File: src/source/board_pkg.sv
// flash pin types and synchronizer depth, imported by the flash stage, the synchronizer and the top
package board_pkg;

    // depth of every input synchronizer
    localparam int SYNC_STAGES = 2;

    // quad SPI data lines
    typedef logic [3:0] qspi_dq_t;

    // as driven by the flash controller
    typedef struct packed {
        logic     clk;
        logic     cs;
        qspi_dq_t dq_o;
        qspi_dq_t dq_oe;
    } qspi_ctrl_t;

    // as sent to the pins, dq_ts high means the line floats
    typedef struct packed {
        logic     clk;
        logic     cs;
        qspi_dq_t dq_o;
        qspi_dq_t dq_ts;
    } qspi_pin_t;

endpackage

File: src/source/boot_cfg_pkg.sv
// configuration-port command words and reboot FSM states, imported by the sequencer and the top
package boot_cfg_pkg;

    // one word on the configuration port
    typedef logic [31:0] cfg_word_t;

    // reboot command stream, sent in this order
    localparam cfg_word_t CFG_DUMMY = 32'hFFFFFFFF;
    localparam cfg_word_t CFG_SYNC = 32'hAA995566;
    // type 1 packet, no-op
    localparam cfg_word_t CFG_NOOP = 32'h20000000;
    // type 1 write, one word to the command register
    localparam cfg_word_t CFG_WR_CMD = 32'h30008001;
    localparam cfg_word_t CFG_IPROG = 32'h0000000F;

    localparam int CFG_SEQ_LEN = 6;

    // one state per command word plus idle and done
    localparam int REBOOT_STATE_W = $clog2(CFG_SEQ_LEN + 2);

    typedef enum logic [REBOOT_STATE_W-1:0] {
        IDLE,
        DUMMY,
        SYNC,
        NOOP_A,
        WR_CMD,
        IPROG,
        NOOP_B,
        DONE
    } reboot_state_t;

endpackage
File: src/source/board_top.sv
// board top level joining the boot request sync, the reboot sequencer and the flash pin stage
`timescale 1ns/1ns

module board_top
    import boot_cfg_pkg::*;
    import board_pkg::*;
(
    input  logic       clk_125mhz_int,
    input  logic       reset,

    // boot handshake, req is asynchronous
    input  logic       boot_req,
    output logic       boot_ack,

    // configuration port
    input  logic       icap_avail,
    output logic       icap_csib,
    output logic       icap_rdwrb,
    output cfg_word_t  icap_di,

    // quad SPI flash
    input  qspi_ctrl_t qspi_ctrl,
    output qspi_pin_t  qspi_pins,
    input  qspi_dq_t   qspi_dq_pin,
    output qspi_dq_t   qspi_dq_i
);

    logic req_sync;

    signal_sync #(
        .WIDTH(1)
    ) boot_req_sync_i (
        .clk_125mhz_int(clk_125mhz_int),
        .reset(reset),
        .in(boot_req),
        .out(req_sync)
    );

    icap_reboot_seq reboot_seq_i (
        .clk_125mhz_int(clk_125mhz_int),
        .reset(reset),
        .req_sync(req_sync),
        .icap_avail(icap_avail),
        .boot_ack(boot_ack),
        .icap_csib(icap_csib),
        .icap_rdwrb(icap_rdwrb),
        .icap_di(icap_di)
    );

    flash_pin_stage flash_pin_stage_i (
        .clk_125mhz_int(clk_125mhz_int),
        .reset(reset),
        .qspi_ctrl(qspi_ctrl),
        .qspi_pins(qspi_pins),
        .qspi_dq_pin(qspi_dq_pin),
        .qspi_dq_i(qspi_dq_i)
    );

endmodule

File: src/source/flash_pin_stage.sv
// registers flash controller outputs toward the pins and synchronizes the returning data lines
`timescale 1ns/1ns

module flash_pin_stage import board_pkg::*; (
    input  logic       clk_125mhz_int,
    input  logic       reset,
    input  qspi_ctrl_t qspi_ctrl,
    output qspi_pin_t  qspi_pins,
    input  qspi_dq_t   qspi_dq_pin,
    output qspi_dq_t   qspi_dq_i
);

    // one register stage toward the pins
    always_ff @(posedge clk_125mhz_int) begin
        if (reset) begin
            qspi_pins.clk <= 1'b0;
            qspi_pins.cs <= 1'b1;
            qspi_pins.dq_o <= '0;
            qspi_pins.dq_ts <= '1;
        end else begin
            qspi_pins.clk <= qspi_ctrl.clk;
            qspi_pins.cs <= qspi_ctrl.cs;
            qspi_pins.dq_o <= qspi_ctrl.dq_o;
            // enable becomes tristate control
            qspi_pins.dq_ts <= ~qspi_ctrl.dq_oe;
        end
    end

    // data from the pins is asynchronous to this clock
    signal_sync #(
        .WIDTH($bits(qspi_dq_t))
    ) dq_sync_i (
        .clk_125mhz_int(clk_125mhz_int),
        .reset(reset),
        .in(qspi_dq_pin),
        .out(qspi_dq_i)
    );

endmodule

File: src/source/icap_reboot_seq.sv
// configuration-port reboot sequencer, sends the IPROG command stream on a req/ack handshake
`timescale 1ns/1ns

module icap_reboot_seq import boot_cfg_pkg::*; (
    input  logic      clk_125mhz_int,
    input  logic      reset,
    input  logic      req_sync,
    input  logic      icap_avail,
    output logic      boot_ack,
    output logic      icap_csib,
    output logic      icap_rdwrb,
    output cfg_word_t icap_di
);

    reboot_state_t state;
    logic          csib_reg;
    logic          ack_reg;
    cfg_word_t     word_reg;

    // state names the word that is on the port in that cycle
    always_ff @(posedge clk_125mhz_int) begin
        if (reset) begin
            state <= IDLE;
            csib_reg <= 1'b1;
            word_reg <= CFG_DUMMY;
            ack_reg <= 1'b0;
        end else begin
            case (state)
                IDLE: begin
                    // word is already the dummy here
                    if (req_sync && icap_avail) begin
                        state <= DUMMY;
                        csib_reg <= 1'b0;
                    end
                end
                DUMMY: begin
                    state <= SYNC;
                    word_reg <= CFG_SYNC;
                end
                SYNC: begin
                    state <= NOOP_A;
                    word_reg <= CFG_NOOP;
                end
                NOOP_A: begin
                    state <= WR_CMD;
                    word_reg <= CFG_WR_CMD;
                end
                WR_CMD: begin
                    state <= IPROG;
                    word_reg <= CFG_IPROG;
                end
                IPROG: begin
                    state <= NOOP_B;
                    word_reg <= CFG_NOOP;
                end
                NOOP_B: begin
                    // end of stream, release the port and acknowledge
                    state <= DONE;
                    csib_reg <= 1'b1;
                    word_reg <= CFG_DUMMY;
                    ack_reg <= 1'b1;
                end
                DONE: begin
                    // hold ack until the requester drops its request
                    if (!req_sync) begin
                        state <= IDLE;
                        ack_reg <= 1'b0;
                    end
                end
                default: begin
                    state <= IDLE;
                end
            endcase
        end
    end

    // port expects each byte bit-reversed, byte order unchanged
    always_comb begin
        for (int b = 0; b < $bits(cfg_word_t) / 8; b++) begin
            for (int i = 0; i < 8; i++) begin
                icap_di[8*b + i] = word_reg[8*b + 7 - i];
            end
        end
    end

    assign icap_csib = csib_reg;
    // write only
    assign icap_rdwrb = 1'b0;
    assign boot_ack = ack_reg;

endmodule

File: src/source/signal_sync.sv
// register chain that brings asynchronous levels into the 125 MHz domain, one per bit
`timescale 1ns/1ns

module signal_sync import board_pkg::*; #(
    parameter int WIDTH = 1
) (
    input  logic             clk_125mhz_int,
    input  logic             reset,
    input  logic [WIDTH-1:0] in,
    output logic [WIDTH-1:0] out
);

    // stage 0 takes the raw input, the last stage is safe to use
    logic [SYNC_STAGES-1:0][WIDTH-1:0] sync_reg;

    always_ff @(posedge clk_125mhz_int) begin
        if (reset) begin
            sync_reg <= '0;
        end else begin
            sync_reg <= {sync_reg[SYNC_STAGES-2:0], in};
        end
    end

    assign out = sync_reg[SYNC_STAGES-1];

endmodule

File: config.mk
export PLATFORM = sky130hd
export DESIGN_NAME = board_top
export DESIGN_NICKNAME = d
export VERILOG_FILES = /design/src/source/board_pkg.sv /design/src/source/boot_cfg_pkg.sv /design/src/source/board_top.sv /design/src/source/flash_pin_stage.sv /design/src/source/icap_reboot_seq.sv /design/src/source/signal_sync.sv
export SDC_FILE = /design/constraint.sdc
export NUM_CORES = 1
export LEC_CHECK = 0
export BUFFER_PORTS_ARGS = -buffer_cell sky130_fd_sc_hd__buf_2
export CORE_AREA = 2 2 70 72
export CTS_CLUSTER_DIAMETER = 50
export DETAILED_ROUTE_END_ITERATION = 8
export DIE_AREA = 0 0 72 74
export PLACE_DENSITY_LB_ADDON = 0.3
export SLEW_MARGIN = 40
export SYNTH_ARGS = -nofsm -noshare
export SYNTH_HDL_FRONTEND = slang
export SYNTH_SLANG_ARGS = --single-unit
File: constraint.sdc
create_clock -name clk_125mhz_int -period 1.7 [get_ports clk_125mhz_int]
set_input_delay 0.255 -clock clk_125mhz_int [delete_from_list [all_inputs] [get_ports clk_125mhz_int]]
set_output_delay 0.255 -clock clk_125mhz_int [all_outputs]
set_load 0.01 [all_outputs]
==> out/qor.csv, run 1 <==
metric;value;unit
Crit path depth;3;
Layout Utilization;33.28;%
ANT nets after route;0;
vias in the first global route;804;
drt via density;4.079;
WHS;138.9;ps
Nets;191;
Maximum Capacitance Violations;0;
placer congestion estimate;0.6944;
Ant. Diodes;0;
Hold Path Depth;2;
FF-to-FF End;reboot_seq_i.word_reg[27];
initial drt markers;23;
H-tree depth;2;
Clock Path Buffers;2;
Final min period;1258;ps
Clk network pwr share;35.9;%
initial antenna violation count;0;
DP HPWL;1.542;mm
Hold Vio Cnt, Final;0;
status;complete, no violations;
worst vdd ir;468.0;uV
TritonCTS clock tree;built;
Initial Util;28.79;%
post-place setup slack;447.2;ps
Clock Sinks;32;
Syn Nets;156;
commonest non-fill, non-tap cell in the layout;buf_2;
CTS resizes;0;
fillers;482;
Worst Setup Start Kind;flip-flop;
routed len/inst;9.360;um
first-pass GRT wire length;3.505;mm
Req. time, crit path;1860;ps
worst path bufs/invs;0;
Slew @ Worst Pin;555.9;ps
total track usage;8.443;%
setup TNS;0;ps
Setup crit end;reboot_seq_i.word_reg[27];
Rel. slew slack;62.89;%
Logic pwr share;12.1;%
largest net degree at the start of global routing;33;
TritonCTS buffer count;5;
via count;930;
Data arrival, critical path;1420;ps
Worst setup EP type;flip-flop;
Mean Syn Cell Area;9.593;um2
Die W;72;um
Area Growth Syn to Fin;15.60;%
hold_buf cts;0;
max incr delay on CP;570;ps
die area;5328;um2
Cell Pwr Density;1030;nW/um2
fraction of power spent switching nets;25.60;%
fmax;795.1;MHz
max FFs per register;10;
Critical Path Source;reboot_seq_i.state[1];
DRC errors left;0;
post-synthesis sequential area ratio;48.39;%
clk_lat worst skew;280;ps
number of synthesized register bits;32;
r2r worst-path depth;3;
Rows;25;
share of post-route cells with drive strength above 1;43.68;%
Setup-failing EPs final;0;
DRT Pass-1 Iters;3;
Power Internal;1.173;mW
final wirelength;2.134;mm
register share of total power;52.1;%
register-to-register setup slack;440;ps
Reg clk slew, reported paths;70;ps
I/O Pins;67;
Mapped Area;1324;um2
final slew viol count;0;
fin crit share;73.99;%
CP top delay family;flip-flops;
post-CTS setup buffer count;0;
Worst Slack Setup Final;442.3;ps
most frequent cells in the layout;65 x buf_2, 32 x dfxtp_1, 17 x nor2b_1, 7 x nand2b_1, 7 x a21oi_1;
Yosys cell types;30;
crit-path max FO;14;
Sw Pwr;0.4036;mW
Crit-path slowest cell;dfxtp_1;
class of the worst hold path;input pin to flip-flop;
Mapped Cells;138;
Clock Skew;3.982;ps
# port buffers;65;
Root Buffer;clkbuf_8;
FF-to-FF Start;reboot_seq_i.state[1];
Ys Warns;0;
leak pwr;0.6796;nW
core area;4598;um2
total gr overflow;0;
Cell Chain, Critical Path;nor2_1 -> o21ai_0 -> or3b_1;
die height;74;um
CP Class;flip-flop to flip-flop;
RSZ-0062 raised after global routing;false;
-- cell usage after synthesis --
master	number	area, um2
or2_2	1	6.260
conb_1	1	3.750
o21ai_1	2	10.01
a21boi_1	1	7.510
dfxtp_1	32	640.6
buf_4	32	240.2
a21o_1	1	7.510
a21oi_1	7	35.03
or3b_1	1	8.760
nor2_1	5	18.77
a2111oi_2	1	15.01
o21bai_1	1	7.510
nor2b_1	17	106.4
nand3_1	1	5.000
o221ai_1	1	8.760
a21oi_2	1	8.760
xor2_1	1	8.760
buf_2	1	5.000
o21ai_0	4	20.02
a211o_1	2	17.52
inv_1	3	11.26
buf_6	1	11.26
nor3_1	2	10.01
a211oi_1	1	7.510
buf_8	1	15.01
nand4_1	1	6.260
o31ai_1	1	7.510
nand2b_1	7	43.79
nand2_1	5	18.77
clkbuf_1	3	11.26
-- layout make-up --
type	count	area (um2)	area share [%]
Multi-Input combinational cell	65	389.1	25.43
Clock inverter	2	16.27	1.063
Clock buffer	6	72.57	4.742
Sequential cell	32	640.6	41.86
Timing Repair Buffer	66	332.8	21.75
Tap cell	54	67.56	4.415
Inverter	3	11.26	0.7359
-- layer usage --
metal	vias to the layer above	global-route usage [%]	share of wire, %
li1	484	-	-
met1	398	10.76	47
met2	46	12.55	42
met3	2	3.523	10
met4	0	3.774	1.2
met5	-	0	0
-- worst min-delay path by stage --
| stage | to | slack, ps | startpoint |
|---|---|---|---|
| 2_1_floorplan | reboot_seq_i.state[0] | 320 | reset |
| 3_3_place_gp | flash_pin_stage_i.dq_sync_i.out[2] | 420 | flash_pin_stage_i.dq_sync_i.sync_reg[2] |
| 3_5_place_dp | flash_pin_stage_i.dq_sync_i.out[3] | 430 | flash_pin_stage_i.dq_sync_i.sync_reg[3] |
| 4_1_cts | flash_pin_stage_i.qspi_pins[1] | 130 | qspi_ctrl[1] |
| 5_1_grt | flash_pin_stage_i.qspi_pins[0] | 130 | qspi_ctrl[0] |
| 6_report | flash_pin_stage_i.qspi_pins[1] | 140 | qspi_ctrl[1] |
-- kinds of logic (layout without fill, tap and decap cells) --
| group | count (synthesis) | in the layout | share of synthesized area (%) |
|---|---|---|---|
| other cells | 1 | 1 | 0.2833 |
| buf+inv | 41 | 77 | 22.21 |
| flops | 32 | 32 | 48.39 |
| simple gates | 40 | 40 | 16.92 |
| xor+xnor | 1 | 1 | 0.6617 |
| compound gates | 23 | 23 | 11.53 |
-- metrics by stage --
stage / cell area (um2) / cells / total power [mW]
floorplan: 1324 / 138 / 1.009
global placement: 1441 / 220 / 1.031
detailed placement: 1441 / 220 / 1.032
CTS: 1530 / 228 / 1.611
global route: 1530 / 228 / 1.672
finish: 1530 / 228 / 1.576
-- power groups by stage --
stage | Combinational, mW | Clock, mW | Sequential (mW)
finish | 0.190 | 0.566 | 0.821
global route | 0.213 | 0.631 | 0.829
CTS | 0.194 | 0.596 | 0.822
detailed placement | 0.193 | 0 | 0.839
global placement | 0.194 | 0 | 0.837
floorplan | 0.166 | 0 | 0.843
Note: power is estimated with default switching activity, not from simulation.
==> inputs of run 2 (changes only) <==
Clock period 1.7 ns to 1.15 ns, I/O delays scaled along.
==> out/qor.csv, run 2 (same netlist as run 1, synthesis figures left out) <==
metric;value;unit;change
ANT nets after route;0;;unchanged
worst vdd ir;722.3;uV;+54%
die area;5328;um2;unchanged
register-to-register setup slack;80;ps;-360 ps
CP Class;flip-flop to output pin;;
drt via density;4.165;;+2.1%
max incr delay on CP;360;ps;-210 ps
most frequent cells in the layout;65 x buf_2, 28 x dfxtp_1, 17 x nor2b_1;;
Clock Path Buffers;2;;unchanged
DRC errors left;0;;unchanged
TritonCTS buffer count;5;;unchanged
Nets;199;;+4.2%
Worst setup EP type;output pin;;
class of the worst hold path;input pin to flip-flop;;
Rows;25;;unchanged
RSZ-0062 raised after global routing;false;;
placer congestion estimate;0.7494;;+7.9%
Power Total;2.416;mW;+53%
Setup-failing EPs final;0;;unchanged
FF-to-FF End;reboot_seq_i.word_reg[0];;
Hold Crit Start;qspi_ctrl[1];;
fillers;480;;-0.41%
total gr overflow;0;;unchanged
vias in the first global route;829;;+3.1%
H-tree depth;2;;unchanged
Cell Chain, Critical Path;buf_6 -> buf_2;;
clk_lat worst skew;280;ps;about the same
initial drt markers;45;;+96%
CP top delay family;flip-flops;;
# port buffers;65;;unchanged
Final min period;1075;ps;
I/O Pins;67;;unchanged
final wirelength;2.246;mm;+5.2%
Area Growth Syn to Fin;22.40;%;
Layout Utilization;35.24;%;+2.0 points
Die W;72;um;unchanged
TritonCTS clock tree;built;;
Clock Skew;1.612;ps;-2.370 ps
setup TNS;0;ps;unchanged
Clock Sinks;32;;unchanged
Crit-path slowest cell;dfxtp_1;;
DP HPWL;1.649;mm;+6.9%
fmax;929.8;MHz;
first-pass GRT wire length;3.567;mm;+1.8%
worst path bufs/invs;2;;+2
Reg clk slew, reported paths;70;ps;about the same
FF-to-FF Start;reboot_seq_i.state[2];;
Initial Util;28.79;%;unchanged
Data arrival, critical path;900;ps;-520 ps
Ant. Diodes;0;;unchanged
DRT Pass-1 Iters;4;;+1
post-CTS setup buffer count;0;;unchanged
share of post-route cells with drive strength above 1;48.90;%;+5.2 points
total track usage;8.844;%;+0.40 points
die height;74;um;unchanged
fin crit share;93.52;%;
Maximum Capacitance Violations;0;;unchanged
Root Buffer;clkbuf_8;;
r2r worst-path depth;4;;+1
Worst Setup Start Kind;flip-flop;;
initial antenna violation count;0;;unchanged
Hold Path Depth;2;;unchanged
via count;983;;+5.7%
largest net degree at the start of global routing;24;;-27%
WHS;53.02;ps;-85.85 ps
max FFs per register;10;;unchanged
Req. time, crit path;980;ps;-880 ps
crit-path max FO;13;;-1
core area;4598;um2;unchanged
status;complete, no violations;;
final slew viol count;0;;unchanged
Hold Vio Cnt, Final;0;;unchanged
commonest non-fill, non-tap cell in the layout;buf_2;;
leak pwr;0.7281;nW;+7.1%
Hold Path Sink;flash_pin_stage_i.qspi_pins[1];;
Cell Pwr Density;1491;nW/um2;+45%
routed len/inst;9.517;um;+1.7%
run 2: worst register-to-register path, cell delays in order (launching register included):
cell and delay [ps]:
dfxtp_2 350, buf_4 170, xor2_1 170, o221ai_1 190, nand2b_1 80
run 2: worst max path at each step:
| stage | startpoint | end | cells past startpoint |
|---|---|---|---|
| 5_1_grt | reboot_seq_i.state[2] | reboot_seq_i.word_reg[0] | 4 |
| 4_1_cts | reboot_seq_i.state[2] | reboot_seq_i.word_reg[30] | 3 |
| 3_5_place_dp | reboot_seq_i.state[0] | reboot_seq_i.word_reg[27] | 2 |
| 2_1_floorplan | reboot_seq_i.word_reg[27] | reboot_seq_i.word_reg[27] | 2 |
| 3_3_place_gp | reboot_seq_i.state[0] | reboot_seq_i.word_reg[27] | 2 |
| 6_report | reboot_seq_i.word_reg[27] | icap_di[2] | 2 |
run 2: what timing repair did:
| item | 4_1_cts | 5_1_grt |
|---|---|---|
| endpoints found under the setup margin | 20 | 19 |
| hold buffers | 0 | 0 |
| resized for setup | 2 | 3 |
run 2: stage by stage:
stage               cell area [um2]  instances  worst slack (ps)
floorplan                      1324        138             106.9
CTS                            1614        236             30.17
global placement               1514        228            -63.02
detailed placement             1514        228            -91.82
global route                   1620        236             8.315
finish                         1620        236             74.50
run 2: final cells by class:
type / count / area (um2) / share of cell area (%)
repair buffers: 74 / 409.1 / 25.25
flip-flops and latches: 32 / 645.6 / 39.85
inverters: 3 / 11.26 / 0.6950
clock buffers: 6 / 82.58 / 5.097
clock inverters: 2 / 15.01 / 0.9266
well taps: 54 / 67.56 / 4.170
multi-input cells: 65 / 389.1 / 24.02
run 2: power breakdown:
part	leakage, nW	switching (mW)	total [mW]	internal [mW]
Combinational	0.420	0.155	0.314	0.160
Sequential	0.265	0.0405	1.21	1.17
Clock	0.0434	0.409	0.892	0.484
run 2: layer usage:
metal  up-vias  wire, um  GRT usage [%]
li1        501         -              -
met1       418       989          10.43
met2        60       959          13.79
met3         4       284          5.149
met4         0        14          2.516
met5         -         0              0
==> inputs of run 3 (changes only) <==
Settings changed: ABC_AREA from default to 1, CORE_AREA 2 2 70 72 to 2 2 65 73, DIE_AREA 0 0 72 74 to 0 0 67 75.
==> out/qor.csv, run 3 <==
metric;value;unit;change
Hold Crit Start;qspi_ctrl[2];;
Mean Syn Cell Area;8.241;um2;-14%
CP top delay family;flip-flops;;
Post-DP Area;1401;um2;-7.4%
RSZ-0062 raised after global routing;false;;
worst vdd ir;813.6;uV;+13%
fraction of power spent switching nets;30.03;%;+5.0 points
class of the worst hold path;input pin to flip-flop;;
Cell Chain, Critical Path;buf_2;;
routed len/inst;8.309;um;-13%
# port buffers;65;;unchanged
Layout Utilization;35.12;%;-0.12 points
die area;5025;um2;-5.7%
TritonCTS buffer count;5;;unchanged
initial antenna violation count;0;;unchanged
Post-synth EDFFs;0;;unchanged
Mapped Area;1236;um2;-6.6%
Worst setup EP type;output pin;;
Ys Warns;0;;unchanged
DRT Pass-1 Iters;4;;unchanged
Register Area;643.1;um2;-0.39%
fmax;975.7;MHz;+4.9%
most frequent cells in the layout;65 x buf_2, 30 x dfxtp_1, 24 x nand2_1, 21 x inv_1, 21 x nor2_1;;
final wirelength;2.044;mm;-9.0%
Hold Vio Cnt, Final;0;;unchanged
crit-path max FO;14;;+1
I/O Pins;67;;unchanged
top cells by count, synth;32 x dfxtp_1, 30 x buf_4, 24 x nand2_1;;
Clock Sinks;32;;unchanged
Data arrival, critical path;850;ps;-50 ps
Area Growth Syn to Fin;20.85;%;
post-place setup slack;199.1;ps;+291.0 ps
Cell Pwr Density;1929;nW/um2;+29%
total track usage;8.380;%;-0.46 points
post-synthesis compound-gate area fraction;2.530;%;-9.0 points
Synth Area in XOR/XNOR;0;%;-0.66 points
clk_lat worst skew;270;ps;about the same
share of post-route cells with drive strength above 1;42.71;%;-6.2 points
number of synthesized register bits;32;;unchanged
Logic pwr share;24.3;%;+11 points
first-pass GRT wire length;3.049;mm;-15%
vias in the first global route;721;;-13%
max incr delay on CP;420;ps;+60 ps
fin crit share;89.13;%;-4.4 points
Synth Area in Adders;0;%;unchanged
post-synth top area share;51.82;%;+3.4 points
Root Buffer;clkbuf_8;;
largest family of logic cells by synthesized area;buffers and inverters;;
H-tree depth;2;;unchanged
fillers;481;;+0.21%
final slew viol count;0;;unchanged
Power Internal;2.016;mW;+11%
CP Class;flip-flop to output pin;;
Clock Skew;1.110;ps;-0.5030 ps
commonest non-fill, non-tap cell in the layout;buf_2;;
Mapped Cells;150;;+8.7%
drt via density;3.821;;-8.3%
total gr overflow;0;;unchanged
Clk network pwr share;29.9;%;-7.0 points
Maximum Capacitance Violations;0;;unchanged
placer congestion estimate;0.6715;;-10%
die height;75;um;+1.4%
Reg clk slew, reported paths;60;ps;about the same
max FFs per register;10;;unchanged
area of the multi-input gates;270.3;um2;-31%
register share of total power;45.8;%;-4.3 points
post-synthesis mux area share;0;%;unchanged
Sw Pwr;0.8653;mW;+43%
ys async rst share;0;%;unchanged
DP HPWL;1.537;mm;-6.8%
setup TNS;0;ps;unchanged
post-synthesis sequential area ratio;51.82;%;+3.4 points
Yosys cell types;17;;-43%
Nets;209;;+5.0%
Critical Path Source;reboot_seq_i.word_reg[27];;
Crit-path slowest cell;dfxtp_2;;
Area contributors post-synth;dfxtp_1 52%, buf_4 18%, nand2_1 7.3%;;
initial drt markers;31;;-31%
leak pwr;0.7843;nW;+7.7%
fin area;1494;um2;-7.8%
via count;940;;-4.4%
hold_buf cts;0;;unchanged
core area;4254;um2;-7.5%
Syn Nets;168;;+7.7%
Post-Synth Simple-Gate Area;19.03;%;+2.1 points
Req. time, crit path;980;ps;about the same
FF-to-FF Start;reboot_seq_i.state[1];;
Rows;25;;unchanged
most common cell in the netlist;dfxtp_1;;
DRC errors left;0;;unchanged
Setup-failing EPs final;0;;unchanged
Final min period;1025;ps;-50.55 ps
Ant. Diodes;0;;unchanged
cell taking the most area after synthesis;dfxtp_1;;
Clock Path Buffers;2;;unchanged
Worst Slack Setup Final;125.1;ps;+50.55 ps
worst path bufs/invs;1;;-1
Worst Setup Start Kind;flip-flop;;
TritonCTS clock tree;built;;
ANT nets after route;0;;unchanged
status;complete, no violations;;
largest net degree at the start of global routing;15;;-38%
Die W;67;um;-6.9%
Initial Util;29.06;%;+0.27 points
Synth Flop Type;dfxtp_1;;
==> run 3: area by class of cell <==
| type | instances | area share (%) |
|---|---|---|
| timing repair buffer | 66 | 22.28 |
| clock buffer | 8 | 6.030 |
| inverter | 24 | 6.030 |
| sequential | 32 | 43.05 |
| tap | 54 | 4.523 |
| multi-input combinational | 62 | 18.09 |
==> run 3: power by group through the flow <==
stage	registers [mW]	clock network, mW	logic [mW]
3_3_place_gp	1.34	0	0.715
2_1_floorplan	1.38	0	0.628
3_5_place_dp	1.34	0	0.711
4_1_cts	1.32	0.903	0.713
6_report	1.32	0.862	0.701
5_1_grt	1.35	0.963	0.799
==> run 3: repair_timing <==
action,4_1_cts,5_1_grt
endpoints found under the setup margin,25,0
resized for setup,2,0
setup buffers,0,0
==> run 3: path summary, 6_finish.rpt <==
check | to | slack (ps) | cells after the start
worst max-delay path | icap_di[20] | 130 | 1
worst min-delay path | flash_pin_stage_i.qspi_pins[2] | 50 | 2
worst max register to register | reboot_seq_i.word_reg[29] | 200 | 5
worst min register to register | flash_pin_stage_i.dq_sync_i.out[3] | 400 | 2
==> run 3: cell families (layout without fill, tap and decap cells) <==
family / count (synthesis) / after routing
buf+inv: 56 / 98
simple gates: 55 / 55
flops: 32 / 32
compound gates: 6 / 6
other cells: 1 / 1
==> run 3: metal layers <==
layer  vias to the layer above  track usage (%)  part of all wire, %
met3                         2            4.783                  9.4
li1                        489                -                    -
met1                       399            9.244                   43
met5                         -                0                    0
met2                        50            13.31                   47
met4                         0            3.401                 0.44
==> run 3: through the flow <==
stage | std cells | total power, mW | hold WS, ps
2_1_floorplan | 150 | 2.011 | 241.7
3_3_place_gp | 238 | 2.052 | 337.9
3_5_place_dp | 238 | 2.054 | 339.5
4_1_cts | 246 | 2.940 | 43.10
5_1_grt | 246 | 3.108 | 43.59
6_report | 246 | 2.882 | 52.88
